--- src/cpu_cfg.svh ---
`ifndef CPU_CFG_SVH
`define CPU_CFG_SVH

//////////////////////////////////////////////////////////////////////
// Processor configuration
//////////////////////////////////////////////////////////////////////

// Width of a data word, a ROM address and a bus address
`define CPU_DATA_W 8

// ROM locations holding the thread start addresses
// Mouse vector sits at the top of ROM
`define CPU_MOUSE_VECTOR 8'hFF
// Timer vector sits just below it
`define CPU_TIMER_VECTOR 8'hFE

// Bus address presented whenever no read or write is in progress
// Peripherals decode this as an unused slot
`define CPU_IDLE_BUS_ADDR 8'hFF

`endif

--- src/cpu_pkg.sv ---
`include "cpu_cfg.svh"

package cpu_pkg;

	// Data or address word
	typedef logic [`CPU_DATA_W-1:0] word_t;

	// Instruction code, low nibble of the instruction byte
	// Codes 9 to C fall through to no-op
	typedef enum logic [3:0] {
		OP_READ_A  = 4'h0,
		OP_READ_B  = 4'h1,
		OP_WRITE_A = 4'h2,
		OP_WRITE_B = 4'h3,
		OP_MATHS_A = 4'h4,
		OP_MATHS_B = 4'h5,
		OP_BRANCH  = 4'h6,
		OP_GOTO    = 4'h7,
		OP_IDLE    = 4'h8,
		OP_NOP     = 4'hD,
		OP_LOAD_A  = 4'hE,
		OP_LOAD_B  = 4'hF
	} opcode_e;

	// ALU code, high nibble of the instruction byte
	typedef enum logic [3:0] {
		ALU_ADD = 4'h0,
		ALU_SUB = 4'h1,
		ALU_AND = 4'h2,
		ALU_OR  = 4'h3,
		ALU_XOR = 4'h4,
		ALU_SHL = 4'h5,
		ALU_SHR = 4'h6,
		ALU_INC = 4'h7,
		ALU_DEC = 4'h8,
		ALU_EQ  = 4'h9,
		ALU_GT  = 4'hA,
		ALU_LT  = 4'hB
	} aluOp_e;

	// Sequencer states, grouped by instruction in the upper nibble
	typedef enum logic [7:0] {
		ST_IDLE     = 8'hF0,
		ST_THREAD_0 = 8'hF1,
		ST_THREAD_1 = 8'hF2,
		ST_THREAD_2 = 8'hF3,
		ST_DECODE   = 8'h00,
		ST_READ_A   = 8'h10,
		ST_READ_B   = 8'h11,
		ST_READ_0   = 8'h12,
		ST_READ_1   = 8'h13,
		ST_READ_2   = 8'h14,
		ST_LOAD_A   = 8'h15,
		ST_LOAD_A_0 = 8'h16,
		ST_LOAD_B   = 8'h17,
		ST_LOAD_B_0 = 8'h18,
		ST_WRITE_A  = 8'h20,
		ST_WRITE_B  = 8'h21,
		ST_WRITE_0  = 8'h22,
		ST_MATHS_A  = 8'h30,
		ST_MATHS_B  = 8'h31,
		ST_MATHS_0  = 8'h32,
		ST_BRANCH   = 8'h40,
		ST_BRANCH_0 = 8'h41,
		ST_BRANCH_1 = 8'h42,
		ST_GOTO     = 8'h50,
		ST_GOTO_0   = 8'h51,
		ST_GOTO_1   = 8'h52,
		ST_NOP      = 8'h84
	} cpuState_e;

	// Program counter action for the next cycle
	typedef enum logic [2:0] {
		PC_HOLD,
		PC_INC1,
		PC_INC2,
		PC_LOAD_ROM,
		PC_MOUSE_VEC,
		PC_TIMER_VEC
	} pcOp_e;

	// Fetch control, offset flag points the ROM at the operand byte
	typedef struct packed {
		pcOp_e pcOp;
		logic  offset;
	} fetchCtl_t;

	// Register file write target and data source
	typedef enum logic [1:0] {DST_NONE, DST_A, DST_B} regDst_e;
	typedef enum logic [1:0] {SRC_BUS, SRC_ROM, SRC_ALU} regSrc_e;

	// Bus address source, the last one also raises the write enable
	typedef enum logic [1:0] {ADDR_IDLE, ADDR_ROM, ADDR_ROM_WRITE} busAddrSrc_e;

	// Execute control
	typedef struct packed {
		regDst_e     regDst;
		regSrc_e     regSrc;
		busAddrSrc_e busAddrSrc;
		logic        wrSelB;
	} execCtl_t;

endpackage

--- src/cpuFetch.sv ---
`timescale 1ns/1ps
`include "cpu_cfg.svh"

module cpuFetch (
	input  logic               CLK,
	input  logic               RESET,
	input  cpu_pkg::fetchCtl_t fetchCtl,
	input  cpu_pkg::word_t     romData,
	output cpu_pkg::word_t     romAddr
);
	import cpu_pkg::*;

	// Program counter and its next value
	word_t pc;
	word_t pcNext;
	// Operand offset, high for one cycle after decode
	logic offset;

	//////////////////////////////////////////////////////////////////////
	// Next program counter
	//////////////////////////////////////////////////////////////////////
	always_comb begin
		pcNext = pc;
		case (fetchCtl.pcOp)
			PC_HOLD:      pcNext = pc;
			// One-byte instructions
			PC_INC1:      pcNext = pc + word_t'(1);
			// Two-byte instructions, skip the operand
			PC_INC2:      pcNext = pc + word_t'(2);
			// Jump target or thread start from the ROM
			PC_LOAD_ROM:  pcNext = romData;
			// Point at the vector slot of the interrupt
			PC_MOUSE_VEC: pcNext = `CPU_MOUSE_VECTOR;
			PC_TIMER_VEC: pcNext = `CPU_TIMER_VECTOR;
			default:      pcNext = pc;
		endcase
	end

	//////////////////////////////////////////////////////////////////////
	// Registers
	//////////////////////////////////////////////////////////////////////
	always_ff @(posedge CLK) begin
		if (RESET) begin
			// Execution starts at ROM address 0
			pc     <= '0;
			offset <= 1'b0;
		end else begin
			pc     <= pcNext;
			offset <= fetchCtl.offset;
		end
	end

	// ROM address, the ROM answers one cycle later
	assign romAddr = pc + word_t'(offset);

endmodule

--- src/cpuSequencer.sv ---
`timescale 1ns/1ps

module cpuSequencer (
	input  logic               CLK,
	input  logic               RESET,
	input  cpu_pkg::word_t     romData,
	input  logic               branchTaken,
	input  logic               mouseIrq,
	input  logic               timerIrq,
	output logic               mouseAck,
	output logic               timerAck,
	output cpu_pkg::fetchCtl_t fetchCtl,
	output cpu_pkg::execCtl_t  execCtl
);
	import cpu_pkg::*;

	cpuState_e state;
	cpuState_e stateNext;
	// Register chosen by a read or write, high selects B
	logic regSel;
	logic regSelNext;
	logic mouseAckNext;
	logic timerAckNext;
	// Opcode of the byte on the ROM data lines
	opcode_e opcode;

	assign opcode = opcode_e'(romData[3:0]);

	//////////////////////////////////////////////////////////////////////
	// State and acknowledge registers
	//////////////////////////////////////////////////////////////////////
	always_ff @(posedge CLK) begin
		if (RESET) begin
			// Settle state, so the first decode sees ROM address 0
			state    <= ST_THREAD_2;
			regSel   <= 1'b0;
			mouseAck <= 1'b0;
			timerAck <= 1'b0;
		end else begin
			state    <= stateNext;
			regSel   <= regSelNext;
			mouseAck <= mouseAckNext;
			timerAck <= timerAckNext;
		end
	end

	//////////////////////////////////////////////////////////////////////
	// Next state and stage controls
	//////////////////////////////////////////////////////////////////////
	always_comb begin
		stateNext    = state;
		regSelNext   = regSel;
		mouseAckNext = 1'b0;
		timerAckNext = 1'b0;
		// Quiet defaults, nothing moves and the bus is idle
		fetchCtl = '{pcOp: PC_HOLD, offset: 1'b0};
		execCtl  = '{regDst: DST_NONE, regSrc: SRC_ALU, busAddrSrc: ADDR_IDLE, wrSelB: regSel};
		case (state)
			// Sleep until an interrupt, mouse wins a tie
			ST_IDLE: begin
				if (mouseIrq) begin
					stateNext     = ST_THREAD_0;
					fetchCtl.pcOp = PC_MOUSE_VEC;
					mouseAckNext  = 1'b1;
				end else if (timerIrq) begin
					stateNext     = ST_THREAD_0;
					fetchCtl.pcOp = PC_TIMER_VEC;
					timerAckNext  = 1'b1;
				end
			end
			// Wait for the vector byte
			ST_THREAD_0: stateNext = ST_THREAD_1;
			// Thread start address into the program counter
			ST_THREAD_1: begin
				stateNext     = ST_THREAD_2;
				fetchCtl.pcOp = PC_LOAD_ROM;
			end
			// Wait for the first instruction byte
			ST_THREAD_2: stateNext = ST_DECODE;
			// Pick the instruction, ROM moves to the operand byte
			ST_DECODE: begin
				fetchCtl.offset = 1'b1;
				case (opcode)
					OP_READ_A:  stateNext = ST_READ_A;
					OP_READ_B:  stateNext = ST_READ_B;
					OP_WRITE_A: stateNext = ST_WRITE_A;
					OP_WRITE_B: stateNext = ST_WRITE_B;
					OP_MATHS_A: stateNext = ST_MATHS_A;
					OP_MATHS_B: stateNext = ST_MATHS_B;
					OP_BRANCH:  stateNext = ST_BRANCH;
					OP_GOTO:    stateNext = ST_GOTO;
					OP_IDLE:    stateNext = ST_IDLE;
					OP_LOAD_A:  stateNext = ST_LOAD_A;
					OP_LOAD_B:  stateNext = ST_LOAD_B;
					OP_NOP:     stateNext = ST_NOP;
					default:    stateNext = ST_NOP;
				endcase
			end
			//////////////////////////////////////////////////////////////////////
			// Memory read, address byte then data one cycle after it
			ST_READ_A: begin
				stateNext  = ST_READ_0;
				regSelNext = 1'b0;
			end
			ST_READ_B: begin
				stateNext  = ST_READ_0;
				regSelNext = 1'b1;
			end
			ST_READ_0: begin
				stateNext          = ST_READ_1;
				execCtl.busAddrSrc = ADDR_ROM;
			end
			ST_READ_1: begin
				stateNext     = ST_READ_2;
				fetchCtl.pcOp = PC_INC2;
			end
			ST_READ_2: begin
				stateNext      = ST_DECODE;
				execCtl.regDst = regSel ? DST_B : DST_A;
				execCtl.regSrc = SRC_BUS;
			end
			// Load immediate, operand byte straight into the register
			ST_LOAD_A: begin
				stateNext     = ST_LOAD_A_0;
				fetchCtl.pcOp = PC_INC2;
			end
			ST_LOAD_A_0: begin
				stateNext      = ST_DECODE;
				execCtl.regDst = DST_A;
				execCtl.regSrc = SRC_ROM;
			end
			ST_LOAD_B: begin
				stateNext     = ST_LOAD_B_0;
				fetchCtl.pcOp = PC_INC2;
			end
			ST_LOAD_B_0: begin
				stateNext      = ST_DECODE;
				execCtl.regDst = DST_B;
				execCtl.regSrc = SRC_ROM;
			end
			// Memory write, strobe lands in the next decode
			ST_WRITE_A: begin
				stateNext     = ST_WRITE_0;
				regSelNext    = 1'b0;
				fetchCtl.pcOp = PC_INC2;
			end
			ST_WRITE_B: begin
				stateNext     = ST_WRITE_0;
				regSelNext    = 1'b1;
				fetchCtl.pcOp = PC_INC2;
			end
			ST_WRITE_0: begin
				stateNext          = ST_DECODE;
				execCtl.busAddrSrc = ADDR_ROM_WRITE;
			end
			//////////////////////////////////////////////////////////////////////
			// ALU result is ready while the opcode byte is still on the ROM
			ST_MATHS_A: begin
				stateNext      = ST_MATHS_0;
				fetchCtl.pcOp  = PC_INC1;
				execCtl.regDst = DST_A;
			end
			ST_MATHS_B: begin
				stateNext      = ST_MATHS_0;
				fetchCtl.pcOp  = PC_INC1;
				execCtl.regDst = DST_B;
			end
			ST_MATHS_0: stateNext = ST_DECODE;
			// Branch on a nonzero compare result
			ST_BRANCH: begin
				if (branchTaken) begin
					stateNext = ST_BRANCH_0;
				end else begin
					stateNext     = ST_BRANCH_1;
					fetchCtl.pcOp = PC_INC2;
				end
			end
			ST_BRANCH_0: begin
				stateNext     = ST_BRANCH_1;
				fetchCtl.pcOp = PC_LOAD_ROM;
			end
			ST_BRANCH_1: stateNext = ST_DECODE;
			// Unconditional jump, target is the operand byte
			ST_GOTO:     stateNext = ST_GOTO_0;
			ST_GOTO_0: begin
				stateNext     = ST_GOTO_1;
				fetchCtl.pcOp = PC_LOAD_ROM;
			end
			ST_GOTO_1:   stateNext = ST_DECODE;
			ST_NOP: begin
				stateNext     = ST_DECODE;
				fetchCtl.pcOp = PC_INC1;
			end
			default:     stateNext = ST_IDLE;
		endcase
	end

endmodule

--- src/cpuExecute.sv ---
`timescale 1ns/1ps
`include "cpu_cfg.svh"

module cpuExecute (
	input  logic              CLK,
	input  logic              RESET,
	input  cpu_pkg::execCtl_t execCtl,
	input  cpu_pkg::word_t    romData,
	input  cpu_pkg::word_t    busDataIn,
	output cpu_pkg::word_t    busDataOut,
	output cpu_pkg::word_t    busAddr,
	output logic              busWe,
	output logic              branchTaken
);
	import cpu_pkg::*;

	// Working registers
	word_t regA;
	word_t regB;
	word_t aluOut;
	// Value headed for the selected register
	word_t regIn;
	aluOp_e aluOp;

	// ALU code rides in the high nibble of the instruction
	assign aluOp = aluOp_e'(romData[7:4]);

	//////////////////////////////////////////////////////////////////////
	// ALU
	//////////////////////////////////////////////////////////////////////
	always_comb begin
		case (aluOp)
			ALU_ADD: aluOut = regA + regB;
			ALU_SUB: aluOut = regA - regB;
			ALU_AND: aluOut = regA & regB;
			ALU_OR:  aluOut = regA | regB;
			ALU_XOR: aluOut = regA ^ regB;
			ALU_SHL: aluOut = regA << 1;
			ALU_SHR: aluOut = regA >> 1;
			ALU_INC: aluOut = regA + word_t'(1);
			ALU_DEC: aluOut = regA - word_t'(1);
			// Compares give 1 or 0
			ALU_EQ:  aluOut = word_t'(regA == regB);
			ALU_GT:  aluOut = word_t'(regA > regB);
			ALU_LT:  aluOut = word_t'(regA < regB);
			default: aluOut = regA;
		endcase
	end

	// Any nonzero result takes the branch
	assign branchTaken = |aluOut;

	//////////////////////////////////////////////////////////////////////
	// Register file
	//////////////////////////////////////////////////////////////////////
	always_comb begin
		case (execCtl.regSrc)
			SRC_BUS: regIn = busDataIn;
			SRC_ROM: regIn = romData;
			SRC_ALU: regIn = aluOut;
			default: regIn = aluOut;
		endcase
	end

	always_ff @(posedge CLK) begin
		if (RESET) begin
			regA <= '0;
			regB <= '0;
		end else begin
			if (execCtl.regDst == DST_A)
				regA <= regIn;
			if (execCtl.regDst == DST_B)
				regB <= regIn;
		end
	end

	//////////////////////////////////////////////////////////////////////
	// Data bus, address and strobe registered from the operand byte
	//////////////////////////////////////////////////////////////////////
	always_ff @(posedge CLK) begin
		if (RESET) begin
			busAddr <= `CPU_IDLE_BUS_ADDR;
			busWe   <= 1'b0;
		end else begin
			busWe <= (execCtl.busAddrSrc == ADDR_ROM_WRITE);
			case (execCtl.busAddrSrc)
				ADDR_ROM, ADDR_ROM_WRITE: busAddr <= romData;
				default:                  busAddr <= `CPU_IDLE_BUS_ADDR;
			endcase
		end
	end

	// Write data, held between writes
	always_ff @(posedge CLK) begin
		if (execCtl.busAddrSrc == ADDR_ROM_WRITE)
			busDataOut <= execCtl.wrSelB ? regB : regA;
	end

endmodule

--- src/cpuCore.sv ---
`timescale 1ns/1ps

module cpuCore (
	input  logic           CLK,
	input  logic           RESET,
	output cpu_pkg::word_t romAddr,
	input  cpu_pkg::word_t romData,
	output cpu_pkg::word_t busAddr,
	input  cpu_pkg::word_t busDataIn,
	output cpu_pkg::word_t busDataOut,
	output logic           busWe,
	input  logic           mouseIrq,
	input  logic           timerIrq,
	output logic           mouseAck,
	output logic           timerAck
);
	import cpu_pkg::*;

	// Stage controls from the sequencer
	fetchCtl_t fetchCtl;
	execCtl_t  execCtl;
	// Compare result back to the sequencer
	logic branchTaken;

	// Program counter and ROM addressing
	cpuFetch uFetch (
		.CLK      (CLK),
		.RESET    (RESET),
		.fetchCtl (fetchCtl),
		.romData  (romData),
		.romAddr  (romAddr)
	);

	// Instruction FSM and interrupt arbitration
	cpuSequencer uSequencer (
		.CLK         (CLK),
		.RESET       (RESET),
		.romData     (romData),
		.branchTaken (branchTaken),
		.mouseIrq    (mouseIrq),
		.timerIrq    (timerIrq),
		.mouseAck    (mouseAck),
		.timerAck    (timerAck),
		.fetchCtl    (fetchCtl),
		.execCtl     (execCtl)
	);

	// Registers, ALU and data bus
	cpuExecute uExecute (
		.CLK         (CLK),
		.RESET       (RESET),
		.execCtl     (execCtl),
		.romData     (romData),
		.busDataIn   (busDataIn),
		.busDataOut  (busDataOut),
		.busAddr     (busAddr),
		.busWe       (busWe),
		.branchTaken (branchTaken)
	);

endmodule

--- config.mk ---
export PLATFORM = sky130hd
export DESIGN_NAME = cpuCore
export DESIGN_NICKNAME = d
export VERILOG_FILES = /design/src/cpu_pkg.sv /design/src/cpuFetch.sv /design/src/cpuSequencer.sv /design/src/cpuExecute.sv /design/src/cpuCore.sv
export VERILOG_INCLUDE_DIRS = /design/src
export SDC_FILE = /design/constraint.sdc
export NUM_CORES = 1
export LEC_CHECK = 0
export ABC_CLOCK_PERIOD_IN_PS = 4970
export BUFFER_PORTS_ARGS = -buffer_cell sky130_fd_sc_hd__buf_2
export CORE_ASPECT_RATIO = 1.2
export CORE_MARGIN = 4
export CORE_UTILIZATION = 61
export DETAILED_ROUTE_END_ITERATION = 10
export PLACE_DENSITY = 0.94
export SLEW_MARGIN = 40
export SYNTH_ARGS = -nofsm -noshare
export SYNTH_HDL_FRONTEND = slang
export SYNTH_SLANG_ARGS = --single-unit
--- constraint.sdc ---
create_clock -name CLK -period 4.97 [get_ports CLK]
set_input_delay 1.2425 -clock CLK [delete_from_list [all_inputs] [get_ports CLK]]
set_output_delay 1.2425 -clock CLK [all_outputs]
set_load 0.02 [all_outputs]
==> summary.txt, run 1 <==
Layout
  • Fin nets: 695
  • Inserted Diodes: 0
  • P&R area growth vs syn: 6.25%
  • Final non-filler cell total: 726
  • Final instance area: 5120 sq um
  • Layout cells sized above 1: 14.4%
  • Final Util: 66.5%

Floorplan
  • I/O Pins: 47
  • Initial Util: 62.5%
  • Site Rows: 35
  • Die span in x: 89.2 um
  • Die Y: 105 um
  • Die footprint: 9400 sq um
  • Core outline area: 7710 sq um

Synthesis
  • Syn Std Cell Area: 4820 sq um
  • Most frequent cells after synthesis: nor2_1 (77), dfxtp_1 (45), nand2_1 (44)
  • Top-count cell post-synth: nor2_1
  • Number of synthesized flops with an enable pin: 8
  • Syn Area/Cell: 7.89 sq um
  • Share of the yosys chip area belonging to registers: 23.7%
  • Main flop type after synthesis: dfxtp_1
  • Synth area leader: dfxtp_1
  • Async SR Flop Fraction: 0%
  • Post-synthesis cell type count: 83
  • Share of the synthesized area in the top cell type: 18.7%
  • Syn Nets: 673
  • Area contributors post-synth: dfxtp_1 (19%), ha_1 (10%), nor2_1 (6.0%)
  • Post-synthesis sequential element count: 53
  • Cells after Synth: 611
  • Synth warn: 0

Detailed routing
  • Final wirelength: 14.4 mm
  • DR vias/cell: 6.83
  • DR vias: 4962
  • WL per Instance: 19.8 um
  • DR DRC count: 0
  • Final antenna-violating net count: 0
  • Pre-antenna DRT Iters: 5
  • DR iter-0 viols: 495

Placed design
  • Post-DP Area: 5020 sq um
  • Placer Congestion: 1.00
  • Placed cells: 718
  • Dpl hpwl: 10.6 mm
  • Port buffer count: 46
  • Place WS: 0.176 ns

STA
  • Setup Skew: 0.00447 ns
  • Slew headroom: 48.7%
  • Worst-margin pin slew: 0.770 ns
  • Count of final max-slew check failures: 0
  • Final Critical Period: 4.65 ns
  • F_max: 215 MHz
  • RSZ-0062 raised after global routing: no
  • Endpoints failing hold: 0
  • Final WS setup: 0.320 ns
  • Setup_tns: 0 ns
  • Final setup fails: 0
  • Tcrit/Tclk final: 93.6%

Power
  • Combinational cell fraction of total power: 41.8%
  • Clk pwr share: 18.3%
  • Net switching power: 613 uW
  • Leakage power total: 1.92 nW
  • Pwr/cell area: 278 nW/um^2
  • Max IR drop VDD: 0.252 mV
  • Net Sw Frac: 43.0%
  • Pint: 812 uW
  • Sequential power share: 39.9%

Setup path
  • Worst Path Required: 5.19 ns
  • Worst-path maximum fanout: 16
  • Critical Path Source Type: primary input
  • CP endpoint kind: flip-flop
  • Setup Crit Path Kind: in2reg
  • Crit path DAT: 4.87 ns

CTS
  • CTS tree: yes
  • Num Clock Sinks: 53
  • Clock buffer depth: 2
  • Clock H-tree levels: 2
  • Hold-fix buffers at CTS: 0
  • Worst-path clk slew: 0.10 ns
  • Setup Fix Bufs, Post-CTS: 0
  • Clk Latency, worst-skew pair: 0.32 ns
  • Root buf cell: clkbuf_8
  • Post-cts sizing count: 0
  • CTS Buf Count: 5

Outcome
  • Status: finished, final reports clean

Run
  • MaxCap Viol Count: 0

Global routing
  • First-pass GRT wire length: 22.9 mm
  • Largest net degree at the start of global routing: 44
  • Total GRT Usage: 30.6%
  • Vias in the first global route: 4710
  • Grt ovf: 0
  • Initial antenna violation count: 0

Worst hold path
  • Min-Delay Path Class: reg2reg
[cell families (layout without fill, tap and decap cells)]
| family | count (synthesis) | after routing | share of synthesized area (%) |
|---|---|---|---|
| compound gates | 161 | 161 | 24.2 |
| xor+xnor | 27 | 27 | 4.91 |
| mux | 9 | 9 | 1.87 |
| flops | 53 | 53 | 23.7 |
| buf+inv | 61 | 84 | 6.12 |
| fa+ha+maj | 42 | 42 | 11.2 |
| simple gates | 258 | 258 | 28.1 |
[metrics by stage]
stage | power, mW | hold WS (ns)
finish | 1.43 | 0.600
global route | 1.50 | 0.622
CTS | 1.41 | 0.599
detailed placement | 1.14 | 0.564
global placement | 1.12 | 0.536
floorplan | 1.02 | 0.499
[flip-flops by register name, indices dropped and copies added, names as in the netlist]
name,cells
uExecute.busWe,1
uSequencer.state,8
uFetch.pc,8
uExecute.regA,8
uSequencer.regSel,1
uSequencer.mouseAck,1
uExecute.busDataOut,8
uExecute.busAddr,8
uFetch.offset,1
uExecute.regB,8
uSequencer.timerAck,1
[cells in the final DEF, fill, tap and decap left out, types with 3 or more instances in the layout]
master,synthesis,routed
nor2_1,77,75
buf_2,5,46
dfxtp_1,45,45
nand2_1,44,44
ha_1,40,40
o21ai_0,33,33
inv_1,23,23
a21oi_1,22,22
nor3_1,23,22
nand3_1,22,22
xnor2_1,21,21
a211oi_1,21,21
nor2b_1,13,13
and3_1,11,11
or3_1,10,10
mux2i_1,9,9
a221oi_1,8,8
o211ai_1,8,8
edfxtp_1,8,8
buf_4,3,7
xor2_1,6,6
nand2b_1,6,6
a22oi_1,6,6
or2_2,5,5
nor3b_1,6,5
nand4_1,5,5
o31ai_1,5,5
a31oi_1,5,5
clkbuf_8,0,5
nor4b_1,4,4
o2111ai_1,4,4
or4_1,4,4
o22ai_1,4,4
a2bb2oi_1,4,4
and2_1,4,4
a211oi_2,4,4
a2111oi_0,3,3
o21bai_1,3,3
[final cells by class]
| cell class | count | area [sq um] |
|---|---|---|
| Fill cell | 644 | 2580 |
| Clock buffer | 5 | 68.8 |
| Tap cell | 92 | 115 |
| Timing Repair Buffer | 53 | 283 |
| Clock inverter | 3 | 25.0 |
| Sequential cell | 53 | 1140 |
| Inverter | 23 | 86.3 |
| Multi-Input combinational cell | 497 | 3400 |
[critical path, stage by stage]
cell and delay, ns:
buf_2 0.15, and4b_2 0.41, a21oi_1 0.06, nand2_1 0.10, ha_1 0.14, inv_1 0.05, fa_1 0.41, a211oi_1 0.32
or3b_2 0.19, o2bb2ai_1 0.13, and3_1 0.17, o32a_1 0.20, and4b_2 0.28, a31oi_4 0.50, a221oi_1 0.22, o32ai_1 0.30
[per-layer routing]
layer	routed length, um	vias up	part of all wire, %	track usage (%)
met2	7150	291	50	51.7
met3	1070	54	7.5	4.22
li1	-	2300	-	-
met1	5520	2317	38	37.7
met4	600	0	4.2	13.6
met5	0	-	0	0
[power by group through the flow]
stage	registers, mW	clock network [mW]	logic [mW]
floorplan	0.523	0	0.499
global placement	0.567	0	0.554
detailed placement	0.572	0	0.573
CTS	0.562	0.261	0.584
global route	0.576	0.278	0.648
finish	0.569	0.260	0.597
[worst paths after layout]
check / from / endpoint / slack (ns) / cells after the start
max: romData[7] / uFetch.pc[4]$_SDFFE_PP0P_ / 0.32 / 16
min: uExecute.regB[0]$_SDFFE_PP0N_ / uExecute.regB[0]$_SDFFE_PP0N_ / 0.60 / 2
max reg2reg: uExecute.regB[1]$_SDFFE_PP0N_ / uFetch.pc[4]$_SDFFE_PP0P_ / 0.83 / 14
min reg2reg: uExecute.regB[0]$_SDFFE_PP0N_ / uExecute.regB[0]$_SDFFE_PP0N_ / 0.60 / 2
Note: power is estimated with default switching activity, not from simulation.
==> run 2: changes to the inputs <==
--- a/config.mk
+++ b/config.mk
@@ -6,6 +6,7 @@
 export SDC_FILE = /design/constraint.sdc
 export NUM_CORES = 1
 export LEC_CHECK = 0
+export ABC_AREA = 1
 export ABC_CLOCK_PERIOD_IN_PS = 4970
 export BUFFER_PORTS_ARGS = -buffer_cell sky130_fd_sc_hd__buf_2
 export CORE_ASPECT_RATIO = 1.2
==> run 2 against run 1 <==
Critical path depth increased by 7. Routed wire length up 4.0%. Sequential cell count unchanged. Final cell count increased by 25%. Synthesized cell count rose by 26%. Combinational power increased by 34%. Register-to-register slack improved by 0.45 ns. Synthesized area rose by 1.5%. Clock power about the same. Clock-buffer cell count stayed put. Sequential power shrank 5.3%. Critical path type unchanged. Critical endpoint is now uFetch.pc[1]$_SDFFE_PP0P_. Highest routed layer unchanged.
==> summary.txt, run 2 <==
Setup path
  • Worst Path Required: 5.19 ns
  • CP peak stage delay: 0.44 ns
  • CP delay by family, top: simple AND/OR/NAND/NOR gates
  • Cell-by-cell trace of the critical path: buf_2, inv_2, nor2_2, nand2_4, clkinv_2, nor2_2, nand2_1, ha_1, inv_1, fa_1, or2_2, nand3_1, nand3_1, nand2_1, nand2_1, nor2_2, nand4_2, nor2_4, nand3_4, nand3_4, nand4_1, nand2_1, inv_1
  • Critical Path Source Type: primary input
  • Bufs and invs on worst path: 5
  • Worst-path maximum fanout: 13
  • Crit path DAT: 4.53 ns
  • Setup Crit Path Kind: in2reg
  • CP endpoint kind: flip-flop
  • Reg-to-reg slack, setup: 1.28 ns
  • Top cell by count, worst path: nand2_1
  • Slowest CP cell: nor2_2

Layout
  • Most frequent cells in the layout: nand2_1 (172), inv_1 (126), nor2_1 (88)
  • Fill count: 693
  • Seq. cell area: 1140 sq um
  • Final non-filler cell total: 907
  • Most common cell after layout, fill and taps aside: nand2_1
  • Footprint of the multi-input gates: 3170 sq um
  • Final instance area: 5290 sq um
  • P&R area growth vs syn: 8.08%
  • Fin nets: 876
  • Inserted Diodes: 0
  • Layout cells sized above 1: 12.6%

Placed design
  • Place WS: 0.393 ns
  • Dpl hpwl: 11.9 mm
  • Placed cells: 898
  • Post-DP Area: 5180 sq um
  • Port buffer count: 46
  • Placer Congestion: 1.01

Synthesis
  • Share of the yosys chip area belonging to registers: 23.3%
  • Number of synthesized flops with an enable pin: 8
  • Synth warn: 0
  • Top-count cell post-synth: nand2_1
  • Syn Nets: 834
  • Main flop type after synthesis: dfxtp_1
  • Synth area leader: dfxtp_1
  • Most frequent cells after synthesis: nand2_1 (172), inv_1 (127), nor2_1 (88)
  • Syn Area/Cell: 6.34 sq um
  • Post-synthesis cell type count: 45
  • Syn Std Cell Area: 4890 sq um
  • Area contributors post-synth: dfxtp_1 (18%), nand2_1 (13%), ha_1 (10%)
  • Async SR Flop Fraction: 0%
  • Post-synthesis sequential element count: 53
  • Share of the synthesized area in the top cell type: 18.4%
  • Cells after Synth: 772

CTS
  • CTS Buf Count: 5
  • Clock H-tree levels: 2
  • Post-cts sizing count: 0
  • CTS tree: yes
  • Root buf cell: clkbuf_8
  • Hold-fix buffers at CTS: 0
  • Worst-path clk slew: 0.10 ns
  • Setup Fix Bufs, Post-CTS: 0
  • Num Clock Sinks: 53
  • Clk Latency, worst-skew pair: 0.32 ns
  • Clock buffer depth: 2

Global routing
  • Vias in the first global route: 5142
  • Total GRT Usage: 31.1%
  • First-pass GRT wire length: 24.2 mm
  • Initial antenna violation count: 0
  • Grt ovf: 0
  • Largest net degree at the start of global routing: 31

STA
  • Worst-margin pin slew: 0.830 ns
  • F_max: 232 MHz
  • Final setup fails: 0
  • Setup_tns: 0 ns
  • Setup Skew: 0.00923 ns
  • Endpoints failing hold: 0
  • Tcrit/Tclk final: 86.8%
  • RSZ-0062 raised after global routing: no
  • Final Critical Period: 4.31 ns
  • Count of final max-slew check failures: 0
  • Slew headroom: 44.2%
  • Final WS setup: 0.658 ns

Floorplan
  • Initial Util: 63.1%
  • I/O Pins: 47
  • Site Rows: 35
  • Core outline area: 7750 sq um
  • Die footprint: 9530 sq um
  • Die span in x: 89.8 um
  • Die Y: 106 um

Run
  • MaxCap Viol Count: 0

Detailed routing
  • DR DRC count: 0
  • Final wirelength: 14.9 mm
  • WL per Instance: 16.4 um
  • DR iter-0 viols: 526
  • DR vias/cell: 5.86
  • DR vias: 5312
  • Pre-antenna DRT Iters: 7
  • Final antenna-violating net count: 0

Power
  • Total Power: 1.60 mW
  • Max IR drop VDD: 0.316 mV
  • Leakage power total: 2.88 nW
  • Pwr/cell area: 302 nW/um^2

Outcome
  • Status: finished, final reports clean

Worst hold path
  • Min-Delay Path Class: reg2reg
[run 2: cell types whose count changed in the layout (fill, tap and decap cells not counted), sizes merged, moves of 21 or more]
cell / previous run / this run
nor2: 77 / 101
inv: 24 / 138
a211oi: 25 / 0
nand3: 22 / 66
xnor2: 21 / 0
nand2: 44 / 184
[run 2: layer usage]
metal | up-vias | share of wire (%) | global-route usage, % | wire length [um]
li1 | 2579 | - | - | -
met1 | 2387 | 37 | 34.0 | 5540
met2 | 287 | 51 | 59.4 | 7600
met3 | 59 | 6.8 | 2.76 | 1020
met4 | 0 | 5.1 | 16.5 | 762
met5 | - | 0 | 0 | 0
[run 2: area by class of cell]
| class | instances | area share [%] |
|---|---|---|
| Timing Repair Buffer | 47 | 4.56 |
| Tap cell | 92 | 2.18 |
| Clock buffer | 5 | 1.30 |
| Sequential cell | 53 | 21.6 |
| Multi-Input combinational cell | 568 | 60.0 |
| Inverter | 139 | 9.89 |
| Clock inverter | 3 | 0.497 |
[run 2: final timing paths]
kind,from,endpoint,cells past startpoint
max,romData[6],uFetch.pc[1]$_SDFFE_PP0P_,23
min,uFetch.pc[5]$_SDFFE_PP0P_,uFetch.pc[5]$_SDFFE_PP0P_,2
max reg2reg,uExecute.regB[1]$_SDFFE_PP0N_,uFetch.pc[1]$_SDFFE_PP0P_,18
min reg2reg,uFetch.pc[5]$_SDFFE_PP0P_,uFetch.pc[5]$_SDFFE_PP0P_,2
[run 2: metrics by stage]
| step | util, % | hold slack, ns |
|---|---|---|
| floorplan | - | 0.477 |
| finish | 68.2 | 0.543 |
| global route | 68.2 | 0.583 |
| global placement | 66.8 | 0.509 |
| CTS | 68.1 | 0.539 |
| detailed placement | 66.9 | 0.513 |
[run 2: logic make-up (layout without fill, tap and decap cells)]
kind of cell,after synthesis,in the layout,share of synthesized area (%)
buffers and inverters,151,194,11.9
and+or+nand+nor,397,397,37.3
muxes,1,1,0.230
adders and majority gates,42,42,11.0
xor gates and xnor gates,14,14,2.51
DFF,53,53,23.3
AOI/OAI and AO/OA,114,114,13.7
[run 2: where the power goes]
| part | internal, mW | switching (mW) | leakage, nW | total (mW) |
|---|---|---|---|---|
| Clock | 0.103 | 0.158 | 0.0423 | 0.261 |
| Combinational | 0.268 | 0.530 | 2.41 | 0.798 |
| Sequential | 0.478 | 0.0607 | 0.426 | 0.539 |
[run 2: worst reg2reg max path, cell delays in order (launching register included)]
cell	delay [ns]
dfxtp_1	0.38
nor3_1	0.71
nand2_1	0.16
xor2_1	0.19
nand2_1	0.06
nand2_1	0.05
ha_1	0.35
nand2_1	0.09
or2_2	0.31
a31oi_1	0.16
o21ai_0	0.10
nor2_1	0.13
nand2_1	0.12
nor2_4	0.15
nand3_4	0.16
nand3_4	0.19
nand4_1	0.16
nand2_1	0.10
inv_1	0.04
